===== src/hw/qdrc_pkg.sv =====
package qdrc_pkg;

  // SRAM geometry
  localparam int DATA_WIDTH  = 18;
  localparam int BW_WIDTH    = 2;
  localparam int LANE_WIDTH  = DATA_WIDTH / BW_WIDTH;   // one byte lane incl. parity bit
  localparam int ADDR_WIDTH  = 21;

  // latencies in clk0 cycles
  localparam int QDR_LATENCY = 10;                      // usr_rd_strb to usr_rd_dvld
  localparam int SRAM_RD_LAT = 2;                       // read cmd on pins to qdr_q
  localparam int INIT_CYCLES = 64;                      // dll lock wait
  localparam int INIT_CNT_W  = $clog2(INIT_CYCLES);

  // cmd register + sram + lane capture register
  localparam int RD_CAPTURE_LAT = SRAM_RD_LAT + 2;
  // remaining delay after the capture tap
  localparam int RD_PIPE_DEPTH  = QDR_LATENCY - RD_CAPTURE_LAT;

  typedef logic [ADDR_WIDTH-1:0]   qdr_addr_t;
  typedef logic [2*DATA_WIDTH-1:0] qdr_word_t;   // {fall beat, rise beat}
  typedef logic [2*BW_WIDTH-1:0]   qdr_be_t;     // active high, rise lanes in low bits
  typedef logic [LANE_WIDTH-1:0]   lane_data_t;

  // read address rides the rising phase, write address the falling phase
  typedef struct packed {
    logic      rd_n;
    logic      wr_n;
    qdr_addr_t rd_addr;
    qdr_addr_t wr_addr;
  } qdr_cmd_t;

  typedef struct packed {
    lane_data_t d_rise;
    lane_data_t d_fall;
    logic       bw_n_rise;
    logic       bw_n_fall;
  } lane_wr_t;

  typedef struct packed {
    lane_data_t q_rise;
    lane_data_t q_fall;
  } lane_rd_t;

  typedef enum logic {
    ST_INIT,
    ST_RUN
  } sched_state_t;

endpackage


===== src/hw/qdrc_cmd_sched.sv =====
`timescale 1ns/10ps

module qdrc_cmd_sched (
  input  logic                clk0,
  input  logic                arst_n,
  input  logic                usr_rd_strb,
  input  logic                usr_wr_strb,
  input  qdrc_pkg::qdr_addr_t usr_addr,
  output qdrc_pkg::qdr_cmd_t  cmd,
  output logic                wr_go,
  output logic                rd_go,
  output logic                phy_rdy,
  output logic                qdr_dll_off_n
);
  import qdrc_pkg::*;

  sched_state_t          state;
  sched_state_t          state_nxt;
  logic [INIT_CNT_W-1:0] init_cnt;
  logic                  init_done;
  logic                  run;

  logic                  dll_off_n_q;
  logic                  rd_n_q;
  logic                  wr_n_q;
  qdr_addr_t             rd_addr_q;
  qdr_addr_t             wr_addr_q;

  // dll lock wait
  assign init_done = (init_cnt == INIT_CNT_W'(INIT_CYCLES - 1));

  always_comb begin
    state_nxt = state;
    case (state)
      ST_INIT: begin
        if (init_done) begin
          state_nxt = ST_RUN;
        end
      end
      ST_RUN: begin
        state_nxt = ST_RUN;   // stays here until the next reset
      end
      default: begin
        state_nxt = ST_INIT;
      end
    endcase
  end

  always_ff @(posedge clk0 or negedge arst_n) begin
    if (!arst_n) begin
      state    <= ST_INIT;
      init_cnt <= '0;
    end else begin
      state <= state_nxt;
      if (state == ST_INIT) begin
        init_cnt <= init_cnt + 1'b1;
      end
    end
  end

  assign run     = (state == ST_RUN);
  assign phy_rdy = run;

  // accepted strobes, early ones are dropped
  assign rd_go = usr_rd_strb & run;
  assign wr_go = usr_wr_strb & run;   // lanes load the data in the same edge

  // sram dll is enabled once reset is gone
  always_ff @(posedge clk0 or negedge arst_n) begin
    if (!arst_n) begin
      dll_off_n_q <= 1'b0;
    end else begin
      dll_off_n_q <= 1'b1;
    end
  end

  assign qdr_dll_off_n = dll_off_n_q;

  // command strobes, active low on the pins
  always_ff @(posedge clk0 or negedge arst_n) begin
    if (!arst_n) begin
      rd_n_q <= 1'b1;
      wr_n_q <= 1'b1;
    end else begin
      rd_n_q <= ~rd_go;
      wr_n_q <= ~wr_go;
    end
  end

  // one address in, two address phases out
  always_ff @(posedge clk0) begin
    if (rd_go) begin
      rd_addr_q <= usr_addr;
    end
    if (wr_go) begin
      wr_addr_q <= usr_addr;
    end
  end

  assign cmd = '{
    rd_n:    rd_n_q,
    wr_n:    wr_n_q,
    rd_addr: rd_addr_q,
    wr_addr: wr_addr_q
  };

endmodule


===== src/hw/qdrc_lane.sv =====
`timescale 1ns/10ps

module qdrc_lane (
  input  logic                              clk0,
  input  logic                              arst_n,
  input  logic                              wr_go,
  input  logic [2*qdrc_pkg::LANE_WIDTH-1:0] wr_data,   // {fall, rise}
  input  logic [1:0]                        wr_be,     // {fall, rise}, active high
  input  qdrc_pkg::lane_data_t              q_rise,
  input  qdrc_pkg::lane_data_t              q_fall,
  output qdrc_pkg::lane_wr_t                wr_beats,
  output qdrc_pkg::lane_rd_t                rd_beats
);
  import qdrc_pkg::*;

  lane_data_t d_rise_q;
  lane_data_t d_fall_q;
  logic       bw_n_rise_q;
  logic       bw_n_fall_q;
  lane_data_t q_rise_q;
  lane_data_t q_fall_q;

  // byte writes, held inactive between writes
  always_ff @(posedge clk0 or negedge arst_n) begin
    if (!arst_n) begin
      bw_n_rise_q <= 1'b1;
      bw_n_fall_q <= 1'b1;
    end else if (wr_go) begin
      bw_n_rise_q <= ~wr_be[0];
      bw_n_fall_q <= ~wr_be[1];
    end else begin
      bw_n_rise_q <= 1'b1;
      bw_n_fall_q <= 1'b1;
    end
  end

  // write beats, meet the write cmd on the pins
  always_ff @(posedge clk0) begin
    if (wr_go) begin
      d_rise_q <= wr_data[LANE_WIDTH-1:0];
      d_fall_q <= wr_data[2*LANE_WIDTH-1:LANE_WIDTH];
    end
  end

  assign wr_beats = '{
    d_rise:    d_rise_q,
    d_fall:    d_fall_q,
    bw_n_rise: bw_n_rise_q,
    bw_n_fall: bw_n_fall_q
  };

  // read capture, free running
  always_ff @(posedge clk0) begin
    q_rise_q <= q_rise;
    q_fall_q <= q_fall;
  end

  assign rd_beats = '{
    q_rise: q_rise_q,
    q_fall: q_fall_q
  };

endmodule


===== src/hw/qdrc_rd_return.sv =====
`timescale 1ns/10ps

module qdrc_rd_return (
  input  logic                clk0,
  input  logic                arst_n,
  input  logic                rd_go,
  input  qdrc_pkg::lane_rd_t  lanes_rd [qdrc_pkg::BW_WIDTH],
  output qdrc_pkg::qdr_word_t usr_rd_data,
  output logic                usr_rd_dvld
);
  import qdrc_pkg::*;

  logic [QDR_LATENCY-1:0]  tag_sr;
  logic                    capture;
  logic [DATA_WIDTH-1:0]   join_rise;
  logic [DATA_WIDTH-1:0]   join_fall;
  qdr_word_t               join_word;
  qdr_word_t               data_pipe [RD_PIPE_DEPTH];

  // one tag per accepted read, bit k set k+1 cycles after the strobe
  always_ff @(posedge clk0 or negedge arst_n) begin
    if (!arst_n) begin
      tag_sr <= '0;
    end else begin
      tag_sr <= {tag_sr[QDR_LATENCY-2:0], rd_go};
    end
  end

  // lane registers hold this read's beats now
  assign capture = tag_sr[RD_CAPTURE_LAT-1];

  always_comb begin
    join_rise = '0;
    join_fall = '0;
    for (int i = 0; i < BW_WIDTH; i++) begin
      join_rise[i*LANE_WIDTH +: LANE_WIDTH] = lanes_rd[i].q_rise;
      join_fall[i*LANE_WIDTH +: LANE_WIDTH] = lanes_rd[i].q_fall;
    end
  end

  assign join_word = {join_fall, join_rise};   // rise beat in the low half

  // latch at the tap, then plain delay up to QDR_LATENCY
  always_ff @(posedge clk0) begin
    if (capture) begin
      data_pipe[0] <= join_word;
    end
    for (int i = 1; i < RD_PIPE_DEPTH; i++) begin
      data_pipe[i] <= data_pipe[i-1];
    end
  end

  assign usr_rd_data = data_pipe[RD_PIPE_DEPTH-1];
  assign usr_rd_dvld = tag_sr[QDR_LATENCY-1];

endmodule


===== src/hw/qdrc_top.sv =====
`timescale 1ns/10ps

module qdrc_top (
  input  logic                           clk0,
  input  logic                           arst_n,
  // user side
  output logic                           phy_rdy,
  input  logic                           usr_rd_strb,
  input  logic                           usr_wr_strb,
  input  qdrc_pkg::qdr_addr_t            usr_addr,
  input  qdrc_pkg::qdr_word_t            usr_wr_data,
  input  qdrc_pkg::qdr_be_t              usr_wr_be,
  output qdrc_pkg::qdr_word_t            usr_rd_data,
  output logic                           usr_rd_dvld,
  // sram side, rise and fall vectors
  output qdrc_pkg::qdr_addr_t            qdr_sa_rise,
  output qdrc_pkg::qdr_addr_t            qdr_sa_fall,
  output logic                           qdr_r_n,
  output logic                           qdr_w_n,
  output logic                           qdr_dll_off_n,
  output logic [qdrc_pkg::DATA_WIDTH-1:0] qdr_d_rise,
  output logic [qdrc_pkg::DATA_WIDTH-1:0] qdr_d_fall,
  output logic [qdrc_pkg::BW_WIDTH-1:0]   qdr_bw_n_rise,
  output logic [qdrc_pkg::BW_WIDTH-1:0]   qdr_bw_n_fall,
  input  logic [qdrc_pkg::DATA_WIDTH-1:0] qdr_q_rise,
  input  logic [qdrc_pkg::DATA_WIDTH-1:0] qdr_q_fall
);
  import qdrc_pkg::*;

  qdr_cmd_t cmd;
  logic     wr_go;
  logic     rd_go;
  lane_wr_t lane_wr [BW_WIDTH];
  lane_rd_t lane_rd [BW_WIDTH];

  qdrc_cmd_sched u_cmd_sched (
    .clk0          (clk0),
    .arst_n        (arst_n),
    .usr_rd_strb   (usr_rd_strb),
    .usr_wr_strb   (usr_wr_strb),
    .usr_addr      (usr_addr),
    .cmd           (cmd),
    .wr_go         (wr_go),
    .rd_go         (rd_go),
    .phy_rdy       (phy_rdy),
    .qdr_dll_off_n (qdr_dll_off_n)
  );

  assign qdr_r_n     = cmd.rd_n;
  assign qdr_w_n     = cmd.wr_n;
  assign qdr_sa_rise = cmd.rd_addr;   // read address in rising phase
  assign qdr_sa_fall = cmd.wr_addr;   // write address in falling phase

  for (genvar i = 0; i < BW_WIDTH; i++) begin : lane_gen
    qdrc_lane u_lane (
      .clk0     (clk0),
      .arst_n   (arst_n),
      .wr_go    (wr_go),
      .wr_data  ({usr_wr_data[DATA_WIDTH + i*LANE_WIDTH +: LANE_WIDTH],
                  usr_wr_data[i*LANE_WIDTH +: LANE_WIDTH]}),
      .wr_be    ({usr_wr_be[BW_WIDTH + i], usr_wr_be[i]}),
      .q_rise   (qdr_q_rise[i*LANE_WIDTH +: LANE_WIDTH]),
      .q_fall   (qdr_q_fall[i*LANE_WIDTH +: LANE_WIDTH]),
      .wr_beats (lane_wr[i]),
      .rd_beats (lane_rd[i])
    );

    assign qdr_d_rise[i*LANE_WIDTH +: LANE_WIDTH] = lane_wr[i].d_rise;
    assign qdr_d_fall[i*LANE_WIDTH +: LANE_WIDTH] = lane_wr[i].d_fall;
    assign qdr_bw_n_rise[i]                       = lane_wr[i].bw_n_rise;
    assign qdr_bw_n_fall[i]                       = lane_wr[i].bw_n_fall;
  end

  qdrc_rd_return u_rd_return (
    .clk0        (clk0),
    .arst_n      (arst_n),
    .rd_go       (rd_go),
    .lanes_rd    (lane_rd),
    .usr_rd_data (usr_rd_data),
    .usr_rd_dvld (usr_rd_dvld)
  );

endmodule


===== config.mk =====
export PLATFORM = sky130hd
export DESIGN_NAME = qdrc_top
export DESIGN_NICKNAME = d
export VERILOG_FILES = /design/src/hw/qdrc_pkg.sv /design/src/hw/qdrc_cmd_sched.sv /design/src/hw/qdrc_lane.sv /design/src/hw/qdrc_rd_return.sv /design/src/hw/qdrc_top.sv
export SDC_FILE = /design/constraint.sdc
export NUM_CORES = 1
export LEC_CHECK = 0
export ABC_CLOCK_PERIOD_IN_PS = 4200
export BUFFER_PORTS_ARGS = -buffer_cell sky130_fd_sc_hd__buf_4
export CORE_MARGIN = 4
export CORE_UTILIZATION = 54
export CTS_CLUSTER_DIAMETER = 40
export DETAILED_ROUTE_END_ITERATION = 8
export PLACE_DENSITY = 0.91
export SYNTH_ARGS = -nofsm -noshare
export SYNTH_HDL_FRONTEND = slang
export SYNTH_SLANG_ARGS = --single-unit

===== constraint.sdc =====
create_clock -name clk0 -period 4.2 [get_ports clk0]
set_input_delay 0.63 -clock clk0 [delete_from_list [all_inputs] [get_ports clk0]]
set_output_delay 0.63 -clock clk0 [all_outputs]
set_load 0.05 [all_outputs]

==> run summary <==
The clock network is responsible for 45.2% of the overall power. Internal power comes to 5.41 mW. The maximum clock path buffer count is 3.

The synthesized net count is 485. The nature of the critical path startpoint was a flip-flop. After synthesis, the mean cell area works out to 22.3 um^2.

Data on the critical path arrives at its endpoint at 2.34 ns. The tools report the die area as 17900 um^2. The data required time at the worst endpoint was 4.39 ns; the final weighted congestion of routability-driven global placement was 0.757.

Cells with a size suffix above 1 make up 43.7% of the layout. The largest total area in the synthesized netlist belongs to dfxtp_1. The slew at the pin closest to its max-slew limit was 1.12 ns. The final clock period utilization by the worst path was 51.3%.

For the worst-skew pair, the clock arrives at the later sink with an insertion delay of 0.49 ns. The run gives 2 as the number of H-tree levels. The setup slack of the worst register-to-register path is 2.05 ns.

The tools report the number of pins exceeding their max-slew limit in the final report as 0. Setup violations remaining at the end of the flow were counted as 0. The tree is rooted in a clkbuf_16. The final hold violation count is 0, and the clock transition at the registers of the reported paths is 0.06 ns. The first global-routing pass estimated 22.9 mm of wire. Power spread over the standard cell area amounts to 571 nW/um^2. The flow ran to the end, and the final reports show no timing, DRC or antenna violations.

Derived from the worst setup path, the maximum achievable clock frequency is 0.464 GHz. The routed design could run at a clock period as short as 2.15 ns. The leading cell type in the layout, fill and taps excluded is buf_4. The HPWL after detailed placement is 10.0 mm. Of the post-synthesis cell area, the dominant cell type holds 50.5%. For the synthesis warning total, the log shows 0. Net switching is 18.5% of the power.

Relative to the synthesized area, the layout overhead comes to 35.8%. The number of clock buffers added by TritonCTS is 34. The tools report the number of buffers added to fix hold violations after cts as 0.

Sequential cells burn 53.6% of the power. The number of different library cells in the post-synthesis netlist was 20. STA classifies the critical path endpoint as a flip-flop.

The xor and xnor area share after synthesis works out to 0.512%. The synthesized netlist devotes 0.834% of its cell area to simple gates. In this run, post-CTS repair resized a total of 0 instances. The remaining antenna violation count after routing was 0; the total number of clock tree sinks was 354. Combined area of the multi-input logic cells: 151 um^2. The largest voltage drop on the vdd net is 402 uV. Setup repair after global routing left no endpoint under its margin. The worst max-slew margin expressed relative to the limit was 25.2%; the via count of the routed design was 3878.

The sequential cells in the finished layout cover a total of 8360 um^2. In the final routed layout, each cell accounts on average for 17.4 um. Dividing the detail-routed via count by the number of cells gives 4.43. The final layout contains routed wiring with a total length of 15.2 mm. The synthesized design contains 354 register bits. The dominant combinational cell family by area after synthesis is simple AND/OR/NAND/NOR gates.

The run gives 0.0410 ns as the smallest hold slack. Multiplexer cells account for 0.132% of the synthesized area. The tools report the starting density of the core as 55.7%. For this design the top-level I/O count stands at 224. Entering global routing, the biggest net connects 54 pins. The initial antenna violation count was 0; the count of input and output buffers was 223. Between clock sinks in the finished design, the worst skew comes to 0.00794 ns. Summed over all layers, the global routing overflow is 0. The fill cell instance count of the final layout is 849.

The design draws 6.63 mW. In this run the vertical extent of the chip is 134 um. After synthesis, the cell types taking the most area are dfxtp_1 (51%), edfxtp_1 (40%), dfrtp_1 (5.3%). After clock tree synthesis, the setup repair step added 0 buffers. From left edge to right edge, the die measures 134 um. Sequential elements use 97.7% of the synthesized area.

The global-route total usage across every layer is 16.8%. The analysis attributes to net switching a power of 1.22 mW. After the last flow step, the layout net total stands at 740. Relative contribution of combinational cells to total power: 1.3%. The final setup TNS was 0 ns. For the number of global-route vias before repair, the log shows 4300. Worst hold-check path type: in2async. The biggest fanout along the worst timing path is 53. Summing the areas of all fa, ha and maj instances in the mapped netlist gives 0.146% of the synthesized area.

Summing the areas of all compound-gate instances in the mapped netlist gives 0.102% of the synthesized area. The tools report the cell area after synthesis as 8560 um^2. TritonCTS built the clock tree. After detailed routing, the number of remaining DRC violations is 0. After floorplanning, the core was divided into 45 placement rows.

The number of antenna diodes is 0, and the leakage dissipation is 4.85 nW. The library cells used most frequently in the layout, excluding fill and tap cells, are buf_4 (224), dfxtp_1 (216), edfxtp_1 (114). Number of maximum-capacitance constraint violations: 0. The initial detailed-routing violation count came out at 156. The number of cells produced by synthesis came out at 383.

Critical setup path kind: reg2reg. For the number of detailed-route iterations in the first pass, the log shows 4. The region available for standard cell placement spans 15400 um^2.
[area by class of cell]
class | count | share of cell area [%]
clock buffers | 51 | 9.32
clock inverters | 11 | 0.614
inverters | 2 | 0.0646
multi-input cells | 22 | 1.30
flip-flops and latches | 354 | 71.9
well taps | 211 | 2.27
repair buffers | 224 | 14.5
[state kept, by name (all words and copies together), names as in the netlist]
| name | count |
|---|---|
| u_cmd_sched.wr_n_q | 1 |
| u_rd_return.data_pipe | 216 |
| u_cmd_sched.rd_n_q | 1 |
| lane_gen.u_lane.d_fall_q | 18 |
| lane_gen.u_lane.q_fall_q | 18 |
| u_rd_return.tag_sr | 10 |
| lane_gen.u_lane.bw_n_rise_q | 2 |
| u_cmd_sched.phy_rdy | 1 |
| u_cmd_sched.wr_addr_q | 21 |
| lane_gen.u_lane.q_rise_q | 18 |
| u_cmd_sched.init_cnt | 6 |
| lane_gen.u_lane.bw_n_fall_q | 2 |
| u_cmd_sched.rd_addr_q | 21 |
| u_cmd_sched.qdr_dll_off_n | 1 |
| lane_gen.u_lane.d_rise_q | 18 |
[synth_stat cells (all sizes together)]
cell / instances
a31o: 1
and2: 1
and3: 1
buf: 5
conb: 1
dfrtp: 18
dfstp: 6
dfxtp: 216
edfxtp: 114
ha: 1
inv: 2
mux2: 1
nand2: 6
nand2b: 1
nand3: 2
nand4: 1
nor2b: 1
xnor2: 5
[worst max-delay path, cell delays in order, from the launching register on]
cell	delay (ns)
dfrtp_1	0.55
nand2_1	0.14
inv_2	0.82
buf_4	0.33
[power groups by stage]
stage / sequential [mW] / combinational [mW] / clock [mW]
5_1_grt: 3.55 / 0.0893 / 3.22
4_1_cts: 3.55 / 0.0839 / 3.07
6_report: 3.55 / 0.0830 / 3.00
2_1_floorplan: 3.63 / 0.000130 / 0
3_5_place_dp: 3.63 / 0.0835 / 0
3_3_place_gp: 3.63 / 0.0781 / 0
[per-stage QoR]
stage	utilization (%)	setup WS, ns	cell area (um^2)	std cells
after floorplan	-	2.26	8560	383
after global placement	68.1	2.05	10500	813
after detailed placement	68.1	1.93	10500	813
after CTS	75.6	2.03	11600	875
after global routing	75.6	1.86	11600	875
final	75.6	2.05	11600	875
[logic make-up (layout without fill, tap and decap cells)]
kind of cell,after synthesis,count (layout)
and+or+nand+nor,13,13
adders and majority gates,1,1
xor gates and xnor gates,5,5
buffers and inverters,7,288
muxes,1,1
other,1,1
AOI/OAI and AO/OA,1,1
DFF,354,354
[per-layer routing]
metal | vias up | part of all wire [%] | track usage [%]
met5 | - | 0 | 0
met1 | 1845 | 34 | 17.2
met4 | 0 | 3.8 | 7.89
met3 | 48 | 8.4 | 6.56
met2 | 176 | 54 | 30.1
li1 | 1809 | - | -
[path summary, 6_finish.rpt]
path / from / to / depth (start not counted)
min: arst_n / u_rd_return.tag_sr[4]$_DFF_PN0_ / 1
max reg2reg: u_cmd_sched.phy_rdy$_DFF_PN0_ / u_cmd_sched.wr_addr_q[9]$_DFFE_PP_ / 3
min reg2reg: u_rd_return.data_pipe[4][28]$_DFF_P_ / u_rd_return.data_pipe[5][28]$_DFF_P_ / 0
min in group clk0: qdr_q_fall[8] / lane_gen[0].u_lane.q_fall_q[8]$_DFF_P_ / 1
max in group asynchronous: arst_n / lane_gen[1].u_lane.bw_n_rise_q$_DFF_PN1_ / 1
max: u_cmd_sched.phy_rdy$_DFF_PN0_ / u_cmd_sched.wr_addr_q[9]$_DFFE_PP_ / 3
No activity file was read; power rests on OpenSTA's default activity.
